**src/vec_types_pkg.sv**
```systemverilog
package vec_types_pkg;

    // cells per vector
    localparam int VEC_LEN = 5;

    // bits per signed cell
    localparam int CELL_WIDTH = 8;

    // dot product accumulator width
    localparam int DOT_WIDTH = 16;

    // one signed cell
    typedef logic signed [CELL_WIDTH-1:0] cell_t;

    // cell 0 sits in the low bits
    typedef logic [VEC_LEN*CELL_WIDTH-1:0] vec_t;

    // signed dot product sum
    typedef logic signed [DOT_WIDTH-1:0] dot_t;

endpackage
```
**src/vec_ctrl_pkg.sv**
```systemverilog
package vec_ctrl_pkg;

    typedef enum logic {
        OP_SUB = 1'b0,
        OP_DOT = 1'b1
    } vec_op_e;

    typedef struct packed {
        vec_op_e             op;
        vec_types_pkg::vec_t a;
        vec_types_pkg::vec_t b;
    } vec_cmd_t;

    // only the field matching op carries data, the other reads zero
    typedef struct packed {
        vec_op_e             op;
        vec_types_pkg::vec_t diff;
        vec_types_pkg::dot_t dot;
        logic                error;
    } vec_rsp_t;

    // shared by both compute units
    typedef enum logic [1:0] {
        IDLE = 2'd0,
        CALC = 2'd1,
        DONE = 2'd2
    } unit_state_e;

endpackage

```
**src/vector_alu.sv**
```systemverilog
`timescale 1ns/100ps

module vector_alu #(
    parameter int TILING = 1
) (
    input  logic                   clk,
    input  logic                   rst,
    input  vec_ctrl_pkg::vec_cmd_t cmd,
    input  logic                   cmd_valid,
    output logic                   cmd_ready,
    output vec_ctrl_pkg::vec_rsp_t rsp,
    output logic                   rsp_valid,
    input  logic                   rsp_ready
);

    import vec_types_pkg::*;

    vec_t sub_a;
    vec_t sub_b;
    logic sub_valid;
    vec_t sub_result;
    logic sub_result_valid;
    logic sub_result_ready;
    logic sub_error;

    vec_t dot_a;
    vec_t dot_b;
    logic dot_valid;
    dot_t dot_sum;
    logic dot_result_valid;
    logic dot_result_ready;
    logic dot_error;

    vec_op_dispatch u_dispatch (
        .clk              (clk),
        .rst              (rst),
        .cmd              (cmd),
        .cmd_valid        (cmd_valid),
        .cmd_ready        (cmd_ready),
        .rsp              (rsp),
        .rsp_valid        (rsp_valid),
        .rsp_ready        (rsp_ready),
        .sub_a            (sub_a),
        .sub_b            (sub_b),
        .sub_valid        (sub_valid),
        .sub_result       (sub_result),
        .sub_result_valid (sub_result_valid),
        .sub_error        (sub_error),
        .sub_result_ready (sub_result_ready),
        .dot_a            (dot_a),
        .dot_b            (dot_b),
        .dot_valid        (dot_valid),
        .dot_sum          (dot_sum),
        .dot_result_valid (dot_result_valid),
        .dot_error        (dot_error),
        .dot_result_ready (dot_result_ready)
    );

    // ready outputs unused, dispatcher only issues to an idle unit
    vector_subtract #(
        .TILING (TILING)
    ) u_subtract (
        .clk          (clk),
        .rst          (rst),
        .a            (sub_a),
        .a_valid      (sub_valid),
        .a_ready      (),
        .b            (sub_b),
        .b_valid      (sub_valid),
        .b_ready      (),
        .result       (sub_result),
        .result_valid (sub_result_valid),
        .result_ready (sub_result_ready),
        .error        (sub_error)
    );

    vector_dot #(
        .TILING (TILING)
    ) u_dot (
        .clk          (clk),
        .rst          (rst),
        .a            (dot_a),
        .a_valid      (dot_valid),
        .a_ready      (),
        .b            (dot_b),
        .b_valid      (dot_valid),
        .b_ready      (),
        .sum          (dot_sum),
        .result_valid (dot_result_valid),
        .result_ready (dot_result_ready),
        .error        (dot_error)
    );

endmodule

```
**src/vec_op_dispatch.sv**
```systemverilog
`timescale 1ns/100ps

module vec_op_dispatch (
    input  logic                   clk,
    input  logic                   rst,
    // command channel
    input  vec_ctrl_pkg::vec_cmd_t cmd,
    input  logic                   cmd_valid,
    output logic                   cmd_ready,
    // response channel
    output vec_ctrl_pkg::vec_rsp_t rsp,
    output logic                   rsp_valid,
    input  logic                   rsp_ready,
    // subtract unit
    output vec_types_pkg::vec_t    sub_a,
    output vec_types_pkg::vec_t    sub_b,
    output logic                   sub_valid,
    input  vec_types_pkg::vec_t    sub_result,
    input  logic                   sub_result_valid,
    input  logic                   sub_error,
    output logic                   sub_result_ready,
    // dot unit
    output vec_types_pkg::vec_t    dot_a,
    output vec_types_pkg::vec_t    dot_b,
    output logic                   dot_valid,
    input  vec_types_pkg::dot_t    dot_sum,
    input  logic                   dot_result_valid,
    input  logic                   dot_error,
    output logic                   dot_result_ready
);

    import vec_ctrl_pkg::*;

    typedef enum logic [1:0] {
        ACCEPT  = 2'd0,
        ISSUE   = 2'd1,
        WAIT    = 2'd2,
        RESPOND = 2'd3
    } disp_state_e;

    disp_state_e state;
    vec_cmd_t    cmd_q;
    vec_rsp_t    rsp_q;
    logic        sub_valid_q;
    logic        dot_valid_q;
    logic        sel_sub;
    logic        sel_result_valid;

    assign sel_sub          = (cmd_q.op == OP_SUB);
    assign sel_result_valid = sel_sub ? sub_result_valid : dot_result_valid;

    always_ff @(posedge clk) begin
        if (rst) begin
            state       <= ACCEPT;
            sub_valid_q <= 1'b0;
            dot_valid_q <= 1'b0;
        end else begin
            case (state)
                ACCEPT: begin
                    if (cmd_valid) begin
                        state <= ISSUE;
                    end
                end
                ISSUE: begin
                    // one-cycle pulse to the chosen unit
                    sub_valid_q <= sel_sub;
                    dot_valid_q <= !sel_sub;
                    state       <= WAIT;
                end
                WAIT: begin
                    sub_valid_q <= 1'b0;
                    dot_valid_q <= 1'b0;
                    if (sel_result_valid) begin
                        state <= RESPOND;
                    end
                end
                RESPOND: begin
                    if (rsp_ready) begin
                        state <= ACCEPT;
                    end
                end
                default: state <= ACCEPT;
            endcase
        end
    end

    // command latch and response capture
    always_ff @(posedge clk) begin
        if (state == ACCEPT && cmd_valid) begin
            cmd_q <= cmd;
        end
        if (state == WAIT && sel_result_valid) begin
            rsp_q.op    <= cmd_q.op;
            rsp_q.diff  <= sel_sub ? sub_result : '0;
            rsp_q.dot   <= sel_sub ? '0 : dot_sum;
            rsp_q.error <= sel_sub ? sub_error : dot_error;
        end
    end

    assign cmd_ready = (state == ACCEPT);
    assign rsp_valid = (state == RESPOND);
    assign rsp       = rsp_q;

    assign sub_a            = cmd_q.a;
    assign sub_b            = cmd_q.b;
    assign sub_valid        = sub_valid_q;
    assign sub_result_ready = (state == WAIT) && sel_sub;

    assign dot_a            = cmd_q.a;
    assign dot_b            = cmd_q.b;
    assign dot_valid        = dot_valid_q;
    assign dot_result_ready = (state == WAIT) && !sel_sub;

    // units only finish while a command is outstanding
    a_result_in_wait: assert property (@(posedge clk) disable iff (rst)
        (sub_result_valid || dot_result_valid) |-> (state == WAIT))
        else $error("unit result_valid seen outside WAIT");

endmodule

```
**src/vector_dot.sv**
```systemverilog
`timescale 1ns/100ps

module vector_dot #(
    parameter int TILING = 1
) (
    input  logic                clk,
    input  logic                rst,
    input  vec_types_pkg::vec_t a,
    input  logic                a_valid,
    output logic                a_ready,
    input  vec_types_pkg::vec_t b,
    input  logic                b_valid,
    output logic                b_ready,
    output vec_types_pkg::dot_t sum,
    output logic                result_valid,
    input  logic                result_ready,
    output logic                error
);

    import vec_types_pkg::*;
    import vec_ctrl_pkg::*;

    localparam int CNT_W = $clog2(VEC_LEN + 1);

    unit_state_e       state;
    logic [CNT_W-1:0]  cnt;
    vec_t              a_q;
    vec_t              b_q;
    dot_t              acc_q;
    logic              error_q;
    logic              start;

    dot_t              partial [TILING+1];
    logic [TILING-1:0] add_ovf;

    assign start = a_valid && b_valid;

    // first CALC cycle starts from zero
    assign partial[0] = (cnt == '0) ? '0 : acc_q;

    // chained MAC lanes with an overflow check per addition
    for (genvar i = 0; i < TILING; i++) begin : g_mac
        logic signed [2*CELL_WIDTH-1:0] prod;
        dot_t                           prod_ext;

        assign prod = $signed(a_q[(cnt + i) * CELL_WIDTH +: CELL_WIDTH])
                    * $signed(b_q[(cnt + i) * CELL_WIDTH +: CELL_WIDTH]);
        assign prod_ext = dot_t'(prod);
        assign partial[i+1] = partial[i] + prod_ext;
        assign add_ovf[i] = (partial[i][DOT_WIDTH-1] == prod_ext[DOT_WIDTH-1])
                         && (partial[i+1][DOT_WIDTH-1] != partial[i][DOT_WIDTH-1]);
    end

    always_ff @(posedge clk) begin
        if (rst) begin
            state   <= IDLE;
            cnt     <= '0;
            acc_q   <= '0;
            error_q <= 1'b0;
        end else begin
            case (state)
                IDLE: begin
                    cnt <= '0;
                    if (start) begin
                        state   <= CALC;
                        error_q <= 1'b0;
                    end
                end
                CALC: begin
                    cnt     <= cnt + CNT_W'(TILING);
                    acc_q   <= partial[TILING];
                    error_q <= error_q | (|add_ovf);
                    if (cnt == CNT_W'(VEC_LEN - TILING)) begin
                        state <= DONE;
                    end
                end
                DONE: begin
                    if (result_ready) begin
                        state <= IDLE;
                    end
                end
                default: state <= IDLE;
            endcase
        end
    end

    always_ff @(posedge clk) begin
        if (state == IDLE && start) begin
            a_q <= a;
            b_q <= b;
        end
    end

    assign a_ready      = (state == IDLE);
    assign b_ready      = (state == IDLE);
    assign sum          = acc_q;
    assign result_valid = (state == DONE);
    assign error        = error_q;

    // operands only arrive while the unit is idle
    a_valid_only_in_idle: assert property (@(posedge clk) disable iff (rst)
        (a_valid || b_valid) |-> (state == IDLE))
        else $error("dot operands offered outside IDLE");

endmodule

```
**src/vector_subtract.sv**
```systemverilog
`timescale 1ns/100ps

module vector_subtract #(
    parameter int TILING = 1
) (
    input  logic                clk,
    input  logic                rst,
    input  vec_types_pkg::vec_t a,
    input  logic                a_valid,
    output logic                a_ready,
    input  vec_types_pkg::vec_t b,
    input  logic                b_valid,
    output logic                b_ready,
    output vec_types_pkg::vec_t result,
    output logic                result_valid,
    input  logic                result_ready,
    output logic                error
);

    import vec_types_pkg::*;
    import vec_ctrl_pkg::*;

    localparam int CNT_W = $clog2(VEC_LEN + 1);

    unit_state_e       state;
    logic [CNT_W-1:0]  cnt;
    vec_t              a_q;
    vec_t              b_q;
    vec_t              result_q;
    logic              error_q;
    logic              start;

    cell_t             tile_diff [TILING];
    logic [TILING-1:0] tile_ovf;

    assign start = a_valid && b_valid;

    // one subtractor per lane, one extra bit to catch wrap
    for (genvar i = 0; i < TILING; i++) begin : g_lane
        logic signed [CELL_WIDTH:0] wide;

        assign wide = $signed(a_q[(cnt + i) * CELL_WIDTH +: CELL_WIDTH])
                    - $signed(b_q[(cnt + i) * CELL_WIDTH +: CELL_WIDTH]);
        assign tile_diff[i] = wide[CELL_WIDTH-1:0];
        // extended sign disagrees with cell sign on over- or underflow
        assign tile_ovf[i] = wide[CELL_WIDTH] ^ wide[CELL_WIDTH-1];
    end

    always_ff @(posedge clk) begin
        if (rst) begin
            state   <= IDLE;
            cnt     <= '0;
            error_q <= 1'b0;
        end else begin
            case (state)
                IDLE: begin
                    cnt <= '0;
                    if (start) begin
                        state   <= CALC;
                        error_q <= 1'b0;
                    end
                end
                CALC: begin
                    cnt     <= cnt + CNT_W'(TILING);
                    error_q <= error_q | (|tile_ovf);
                    if (cnt == CNT_W'(VEC_LEN - TILING)) begin
                        state <= DONE;
                    end
                end
                DONE: begin
                    if (result_ready) begin
                        state <= IDLE;
                    end
                end
                default: state <= IDLE;
            endcase
        end
    end

    // operand and result registers
    always_ff @(posedge clk) begin
        if (state == IDLE && start) begin
            a_q <= a;
            b_q <= b;
        end
        if (state == CALC) begin
            for (int i = 0; i < TILING; i++) begin
                result_q[(cnt + i) * CELL_WIDTH +: CELL_WIDTH] <= tile_diff[i];
            end
        end
    end

    assign a_ready      = (state == IDLE);
    assign b_ready      = (state == IDLE);
    assign result       = result_q;
    assign result_valid = (state == DONE);
    assign error        = error_q;

    a_tiling_divides: assert property (@(posedge clk) (VEC_LEN % TILING) == 0)
        else $error("TILING %0d does not divide VEC_LEN %0d", TILING, VEC_LEN);

    // operands arrive as a pair
    a_operands_paired: assert property (@(posedge clk) disable iff (rst)
        (state == IDLE) |-> (a_valid == b_valid))
        else $error("a_valid and b_valid differ in IDLE");

endmodule

```
**config.mk**
```make
export PLATFORM = sky130hd
export DESIGN_NAME = vector_alu
export DESIGN_NICKNAME = d
export VERILOG_FILES = /design/src/vec_types_pkg.sv /design/src/vec_ctrl_pkg.sv /design/src/vector_alu.sv /design/src/vec_op_dispatch.sv /design/src/vector_dot.sv /design/src/vector_subtract.sv
export SDC_FILE = /design/constraint.sdc
export NUM_CORES = 1
export LEC_CHECK = 0
export ABC_CLOCK_PERIOD_IN_PS = 21200
export BUFFER_PORTS_ARGS = -buffer_cell sky130_fd_sc_hd__buf_2
export CAP_MARGIN = 25
export CORE_UTILIZATION = 30
export CTS_CLUSTER_DIAMETER = 200
export DETAILED_ROUTE_END_ITERATION = 6
export GPL_ROUTABILITY_DRIVEN = 0
export GPL_TIMING_DRIVEN = 0
export PLACE_DENSITY = 0.53
export SYNTH_ARGS = -nofsm -noshare
export SYNTH_HDL_FRONTEND = slang
export SYNTH_SLANG_ARGS = --single-unit
```
**constraint.sdc**
```tcl
create_clock -name clk -period 21.2 [get_ports clk]
set_input_delay 4.24 -clock clk [delete_from_list [all_inputs] [get_ports clk]]
set_output_delay 4.24 -clock clk [all_outputs]
set_load 0.03 [all_outputs]
```
## After elaboration in Yosys (flattened, before gate mapping)

Index checks and enable logic that the tools add are counted.

| cells by class | value |
|---|---|
| mux-type cells | 24 |
| add/sub/neg operators | 5 |
| reduce and logical (&&, ||, !) cells | 19 |
| eq/ne operators | 20 |
| bitwise gates (word level) | 4 |
| shift operators | 6 |
| multiply operators | 1 |

Operators by type and width:

| cell | number |
|---|---|
| 40-bit by 7-bit indexed part select with 8-bit output | 4 |
| 40-bit bitwise mux | 1 |
| 8-bit by 34-bit variable shift with 40-bit output (first input constant) | 1 |
| 8-bit by 34-bit indexed part select with 40-bit output | 1 |
| 6-bit negator with 34-bit output | 1 |
| 2-bit 2-to-1 mux | 9 |
| 16-bit adder | 1 |
| 8-bit by 8-bit multiplier with 16-bit output | 1 |
| 16-bit 2-to-1 mux | 1 |
| 2-bit case mux with 3 select lines | 2 |
| 3-bit case mux with 2 select lines | 2 |
| 2-bit != test (second input constant) | 5 |
| 3-bit AND reduction | 3 |
| 8-bit by 8-bit subtractor with 9-bit output | 1 |
| 2-bit equality test (second input constant) | 4 |
| 2-bit by 1-bit != test with 1-bit output (second input constant) | 4 |
| 1-bit case mux with 2 select lines | 4 |
| 2-bit case mux with 4 select lines | 1 |
| 1-bit logical AND | 7 |
| 3-bit by 1-bit adder with 3-bit output (second input constant) | 2 |
| 2-bit by 1-bit equality test with 1-bit output (second input constant) | 3 |
| 3-bit equality test (second input constant) | 2 |
| 2-bit logical NOT | 3 |
| 2-bit nonzero test | 3 |
| other kinds (8) | 13 |

| storage, ports and cells | value |
|---|---|
| output and inout bits | 60 |
| register bits | 371 |
| input bits | 85 |

## Logic depth before layout (Yosys ltp)

Gate-level depths: netlist of the first run.

| logic depth | value |
|---|---|
| word-level depth | 7 |
| gate-level depth with buffers | 29 |
| gate-level depth less buffers | 28 |

## Hierarchy

A second synthesis of the first run with hierarchy kept.

| second synthesis, totals | value |
|---|---|
| cells, all modules | 1316 |
| area total of the unflattened synthesis | 18184.9 µm² |

Modules (own cells, without submodules):

| module | instances | area an instance (µm²) | cells each |
|---|---|---|---|
| vector_dot | 1 | 7096.8 | 629 |
| vec_op_dispatch | 1 | 6030.8 | 391 |
| vector_subtract | 1 | 5057.4 | 296 |

## Worst setup path before layout of the first run

No wires, ideal clock.

| timing | value |
|---|---|
| path kind | reg2reg |
| from | register u_dot.state[1] |
| to | register u_dot.error_q (netlist: u_dot.error) |
| setup time | 0.120 ns |
| stages on the path, launching flop included | 6 |
| path slack | 14.073 ns |
| data arrival time | 7.007 ns |
| data required time | 21.080 ns |
| cell sequence | dfxtp_1 clkbuf_1 nor3b_1 nand2b_1 a21oi_1 o31a_1 |

| between the ends | value |
|---|---|
| cells in the longest elaborated chain, start to end | 3 |

RTL lines:

| element | RTL line | RTL |
|---|---|---|
| start, declared | vector_dot.sv:25 | `unit_state_e state;` |
| start signal, assigned | vector_dot.sv:56 | `state <= IDLE;` |
| start signal, assigned | vector_dot.sv:65 | `state <= CALC;` |
| start signal, assigned | vector_dot.sv:74 | `state <= DONE;` |
| 2-bit logical NOT or 2-bit by 1-bit equality test with 1-bit output (tied branches) | vector_dot.sv:61 | `case (state)` |
| 2-bit != test (no line) or 2-bit nonzero test (tied branches) | n/a |  |
| 2-bit AND reduction (no line) | n/a |  |
| end signal, assigned | vector_dot.sv:72 | `error_q <= error_q \| (\|add_ovf);` |
| end, declared | vector_dot.sv:30 | `logic error_q;` |

Parallel ways exist; a longest one is shown, timed or not.
A chain may end at the register's enable or synchronous reset.

## Worst setup path in the final report of the first run

| timing | value |
|---|---|
| from | register u_dot.cnt[0] |
| to | register u_dot.acc_q[15] (netlist: u_dot.sum[15]) |

| between the ends | value |
|---|---|
| cells in the longest elaborated chain, start to end | 3 |

RTL lines:

| element | RTL line | RTL |
|---|---|---|
| start, declared | vector_dot.sv:26 | `logic [CNT_W-1:0] cnt;` |
| start signal, assigned | vector_dot.sv:70 | `cnt <= cnt + CNT_W'(TILING);` |
| 40-bit by 7-bit indexed part select with 8-bit output, or another cell as far along | vector_dot.sv:46 | `assign prod = $signed(a_q[(cnt + i) * CELL_WIDTH +: CELL_WIDTH])` |
| 8-bit by 8-bit multiplier with 16-bit output or 16-bit 2-to-1 mux (tied branches) | vector_dot.sv:47, vector_dot.sv:39 |  |
| 16-bit adder * | vector_dot.sv:49 | `assign partial[i+1] = partial[i] + prod_ext;` |
| end signal, assigned | vector_dot.sv:71 | `acc_q <= partial[TILING];` |
| end, declared | vector_dot.sv:29 | `dot_t acc_q;` |

Mark *: on every way between the ends. The rest lies on a longest branch, timed or not.

==> flow_summary.json, run 1 <==
{
  "max_cap_viol_count": 0,
  "place_area_um2": 18800,
  "critPathLaunchType": "register",
  "overflow": 0,
  "drv_slew": 0,
  "die_h_um": 239,
  "fin_area_um2": 20100,
  "most-common-layout-cells": "edfxtp_1 (339), buf_2 (148), nor2_1 (131), inv_1 (104), ha_1 (64)",
  "synthesis.nets": 1355,
  "cp_max_fo": 10,
  "clkLatencyLatePin_ns": 0.55,
  "ctsResizeCount": 0,
  "coreArea_um2": 55300,
  "status": "complete, no violations",
  "portBuffers": 144,
  "antenna_left": 0,
  "fin_tns_setup_ns": 0,
  "startpoint": "u_dot.cnt[0]",
  "skew_ns": 0.0121,
  "syn-mean-instance-area_um2": 14.7,
  "worst_ep_required_time_ns": 21.68,
  "post_drt_wl_per_cell_um": 17.3,
  "fmax_mhz": 127,
  "drtIter0Drc": 504,
  "grt_first_pass_wirelength_um": 56300,
  "die_area_um2": 57100,
  "post_cts_buffers": 0,
  "ff_latch_area_um2": 10800,
  "holdBufCountCts": 0,
  "rsz0062_at_grt": "no",
  "worstHoldStart": "u_dispatch.dot_b[31]",
  "fillCellCount": 5400,
  "synth_seq_cells": 371,
  "endpoint_kind": "register",
  "drive_gt1_frac": 0.200,
  "std_cell_rows": 86,
  "synthAdderAreaFrac": 0.115,
  "grt_max_degree": 50,
  "cp.arrival_ns": 8.33,
  "hold_violations": 0,
  "die_w_um": 239,
  "synth_mux_area_frac": 0.0451,
  "yosys_warnings": 0,
  "hold_path.class": "reg2reg",
  "period_minus_slack_ns": 7.85,
  "finalSetupViolCount": 0,
  "synthCells": 1149,
  "synthSimpleGateAreaFrac": 0.0880,
  "htreeDepth": 2,
  "async_reset_ff_frac": 0,
  "drcViolationCount": 0,
  "synth_compound_area_frac": 0.0600,
  "clockRootBuffer": "clkbuf_16",
  "antenna_found_initial": 0,
  "max_slew_margin": 0.304,
  "ys_seq_area_frac": 0.642,
  "fin_util": 0.363,
  "timing.final.crit_share": 0.370,
  "rr_startpoint": "u_dot.cnt[0]",
  "via_per_inst": 4.45,
  "vias": 9484,
  "cts_made_buffers": 39,
  "path_clk_slew_ns": 0.06,
  "synth_top_family_by_area": "adder cells",
  "nets": 1559,
  "synth-xor-area-share": 0.0182,
  "multi_input_area_um2": 5520,
  "dp_hpwl_um": 27800,
  "synth_edf_count": 339,
  "io_pins": 145,
  "yosys_most_used_dff": "edfxtp_1",
  "n_antenna_cell": 0,
  "syn2layout_area_growth_pct": 19.0,
  "dr.pass1.iters": 5,
  "synth_cell_type_count": 64,
  "worstMarginPinSlew_ns": 1.04,
  "gr-usage-all-layers": 0.131,
  "crit_type": "reg2reg",
  "layout.cells.most_common": "edfxtp_1",
  "floorplan.initialDensity": 0.305,
  "syn_area_um2": 16900,
  "grt_pass1_vias": 9664,
  "cts_tree": "done",
  "cts.sinks": 371,
  "wirelength_um": 36800,
  "clock_path_buffers": 3
}
==> layout make-up <==
class / instances / area share
clock buffers: 50 / 0.0518
repair buffers: 163 / 0.0490
well taps: 748 / 0.0466
flip-flops and latches: 371 / 0.539
clock inverters: 21 / 0.0114
plain buffers: 30 / 0.00636
multi-input cells: 640 / 0.275
inverters: 108 / 0.0202
==> per-stage QoR <==
| stage | setup slack (ns) | cells | hold WS (ns) |
|---|---|---|---|
| global route | 12.84 | 2131 | 0.448 |
| floorplan | 14.07 | 1149 | 0.421 |
| finish | 13.35 | 2131 | 0.441 |
| global placement | 10.50 | 2041 | 0.429 |
| detailed placement | 13.34 | 2060 | 0.432 |
| CTS | 13.31 | 2131 | 0.439 |
==> per-layer routing <==
layer / GRT usage / up-vias / routed length [um]
li1: - / 4520 / -
met1: 0.176 / 4685 / 16700
met2: 0.211 / 229 / 17300
met3: 0.0293 / 50 / 1950
met4: 0.0377 / 0 / 781
met5: 0 / - / 0
==> critical path, stage by stage, from the launching register on <==
cell,delay (ns)
dfxtp_1,0.41
buf_2,0.27
nor3_2,0.59
clkbuf_1,0.56
a22oi_1,0.48
nand2b_1,0.30
fa_1,0.56
fa_1,0.54
inv_1,0.05
fa_1,0.52
inv_1,0.05
fa_1,0.52
inv_1,0.04
ha_1,0.31
a21oi_1,0.23
o21bai_1,0.09
a21oi_1,0.23
o21bai_1,0.09
a21oi_1,0.27
mux2i_1,0.22
nand3_1,0.13
ha_1,0.24
a211o_1,0.28
o22ai_1,0.16
a21oi_2,0.10
xnor2_2,0.17
or2_1,0.23
a31oi_1,0.13
==> Yosys cell counts, types with 10 or more instances <==
library cell	number	area share
a21oi_1	46	0.014
a22oi_1	24	0.011
and2_1	36	0.013
clkbuf_1	21	0.0047
dfxtp_1	32	0.038
edfxtp_1	339	0.60
fa_1	57	0.068
ha_1	64	0.048
inv_1	104	0.023
mux4_2	30	0.040
nand2_1	37	0.0082
nand2b_1	14	0.0052
nor2_1	131	0.029
nor2b_1	52	0.019
o21ai_1	10	0.0030
xnor2_1	26	0.014
==> worst paths after layout <==
| path | endpoint | slack, ns | cells past startpoint |
|---|---|---|---|
| max | u_dot.sum[15] | 13.35 | 27 |
| max reg2reg | u_dot.sum[15] | 13.35 | 27 |
| min reg2reg | u_dot.b_q[31] | 0.44 | 0 |
| min | u_dot.b_q[31] | 0.44 | 0 |
==> cell families (layout without fill, tap and decap cells) <==
group / after synthesis / count (layout)
xor gates and xnor gates: 32 / 32
muxes: 38 / 38
buffers and inverters: 138 / 372
adders and majority gates: 121 / 121
DFF: 371 / 371
and+or+nand+nor: 304 / 304
AOI/OAI and AO/OA: 145 / 145
==> registers in the layout, summed over array words and instances, names as in the netlist, 2 cells and up <==
| name | count |
|---|---|
| u_dot.state | 2 |
| u_subtract.result | 40 |
| u_dot.a_q | 40 |
| u_subtract.a_q | 40 |
| u_dispatch.dot_a | 40 |
| u_dispatch.state | 2 |
| u_dot.b_q | 40 |
| u_dispatch.rsp | 58 |
| u_subtract.b_q | 40 |
| u_dot.sum | 16 |
| u_subtract.state | 2 |
| u_dot.cnt | 3 |
| u_subtract.cnt | 3 |
| u_dispatch.dot_b | 40 |
Power of run 1 is left out: the tool's default activity adds up to more than one toggle a clock period on the data nets, which glitch-free logic cannot reach.
==> inputs of run 2 (changes only) <==
Settings changed: ABC_CLOCK_PERIOD_IN_PS 21200 to 7350.
Clock period 21.2 ns to 7.35 ns, I/O delays scaled along.
==> run 2 against run 1 <==
Sequential cell count is the same. Via count rose by 0.84%. Global-route usage about the same.
==> flow_summary.json, run 2 (synthesis results as in run 1) <==
{
  "endpoint_kind": "register",
  "gr-usage-all-layers": 0.131,
  "syn2layout_area_growth_pct": 20.7,
  "drive_gt1_frac": 0.228,
  "hold_path.class": "reg2reg",
  "max_slew_margin": 0.342,
  "htreeDepth": 2,
  "clkLatencyLatePin_ns": 0.55,
  "grt_first_pass_wirelength_um": 56500,
  "worst_ep_required_time_ns": 7.83,
  "nets": 1582,
  "timing.final.crit_share": 0.940,
  "max_cap_viol_count": 0,
  "crit_top_cell": "fa_1",
  "cp_max_fo": 10,
  "n_antenna_cell": 0,
  "largest_reg_flops": 58,
  "die_area_um2": 57100,
  "dr.pass1.iters": 5,
  "skew_ns": 0.0130,
  "most-common-layout-cells": "edfxtp_1 (339), buf_2 (147), nor2_1 (131), inv_1 (104), ha_1 (64)",
  "slowest_delay_ns": 0.54,
  "die_w_um": 239,
  "hold_violations": 0,
  "clockRootBuffer": "clkbuf_16",
  "overflow": 0,
  "cpMaxStageDelayCell": "mux4_2",
  "status": "complete, no violations",
  "cts_made_buffers": 39,
  "antenna_found_initial": 0,
  "dp_hpwl_um": 27800,
  "clock_path_buffers": 3,
  "cts.sinks": 371,
  "layout.cells.most_common": "edfxtp_1",
  "portBuffers": 144,
  "critPathLaunchType": "register",
  "die_h_um": 239,
  "fmax_mhz": 145,
  "wirelength_um": 37000,
  "vias": 9564,
  "via_per_inst": 4.44,
  "post_drt_wl_per_cell_um": 17.2,
  "io_pins": 145,
  "fin_util": 0.368,
  "period_minus_slack_ns": 6.91,
  "drtIter0Drc": 580,
  "crit_type": "reg2reg",
  "drv_slew": 0,
  "grt_pass1_vias": 9671,
  "coreArea_um2": 55300,
  "cp.arrival_ns": 7.39,
  "finalSetupViolCount": 0,
  "worstMarginPinSlew_ns": 0.983,
  "cts_tree": "done",
  "grt_max_degree": 50,
  "std_cell_rows": 86,
  "antenna_left": 0,
  "path_clk_slew_ns": 0.06,
  "holdBufCountCts": 0,
  "drcViolationCount": 0,
  "floorplan.initialDensity": 0.305
}
[run 2: routing by layer]
layer  global-route usage  share of wire  wire length [um]  vias up
met2                0.212           0.47             17500      233
met5                    0              0                 0        -
met1                0.176           0.46             16900     4720
li1                     -              -                 -     4565
met4               0.0357          0.019               695        0
met3               0.0293          0.051              1870       46
[run 2: final timing paths]
path / cells past startpoint / startpoint / slack [ns] / endpoint
hold / removal: 0 / u_dispatch.dot_b[31] / 0.44 / u_dot.b_q[31]
setup reg to reg: 26 / u_dot.cnt[0] / 0.44 / u_dot.sum[15]
hold reg to reg: 0 / u_dispatch.dot_b[31] / 0.44 / u_dot.b_q[31]
setup / recovery: 26 / u_dot.cnt[0] / 0.44 / u_dot.sum[15]
[run 2: timing repair]
action | 4_1_cts | 5_1_grt
gates resized for setup | 20 | 19
pin swaps | 3 | 10
endpoints found under the setup margin | 5 | 3
setup buffers | 4 | 19
[run 2: stage by stage]
stage,cell area [um^2],worst slack [ns],hold WS [ns],setup TNS [ns],std cells
6_report,20300,0.441,0.440,0,2154
4_1_cts,20200,0.0231,0.439,0,2135
5_1_grt,20300,-0.00410,0.448,-0.00410,2154
3_5_place_dp,18800,-0.514,0.432,-1.39,2060
3_3_place_gp,18500,-3.35,0.429,-508.25,2041
2_1_floorplan,16900,0.223,0.421,0,1149
[run 2: worst max-delay path, delay by kind of cell, from the launching register on]
kind / cells / cell delay, ns
multiplexers: 2 / 0.76
AO/OA/AOI/OAI: 10 / 1.92
adder cells (fa/ha/maj): 6 / 2.59
XOR/XNOR: 1 / 0.17
buffers and inverters: 4 / 0.41
AND/OR/NAND/NOR: 3 / 0.54
flip-flops: 1 / 0.43
[run 2: layout make-up]
cell class / count / area [um^2]
repair buffers: 186 / 1160
plain buffers: 30 / 146
inverters: 108 / 405
fillers: 5387 / 35000
clock buffers: 50 / 1040
well taps: 748 / 936
clock inverters: 21 / 229
multi-input cells: 640 / 5600
flip-flops and latches: 371 / 10800
Power of run 2 is left out for the same reason.
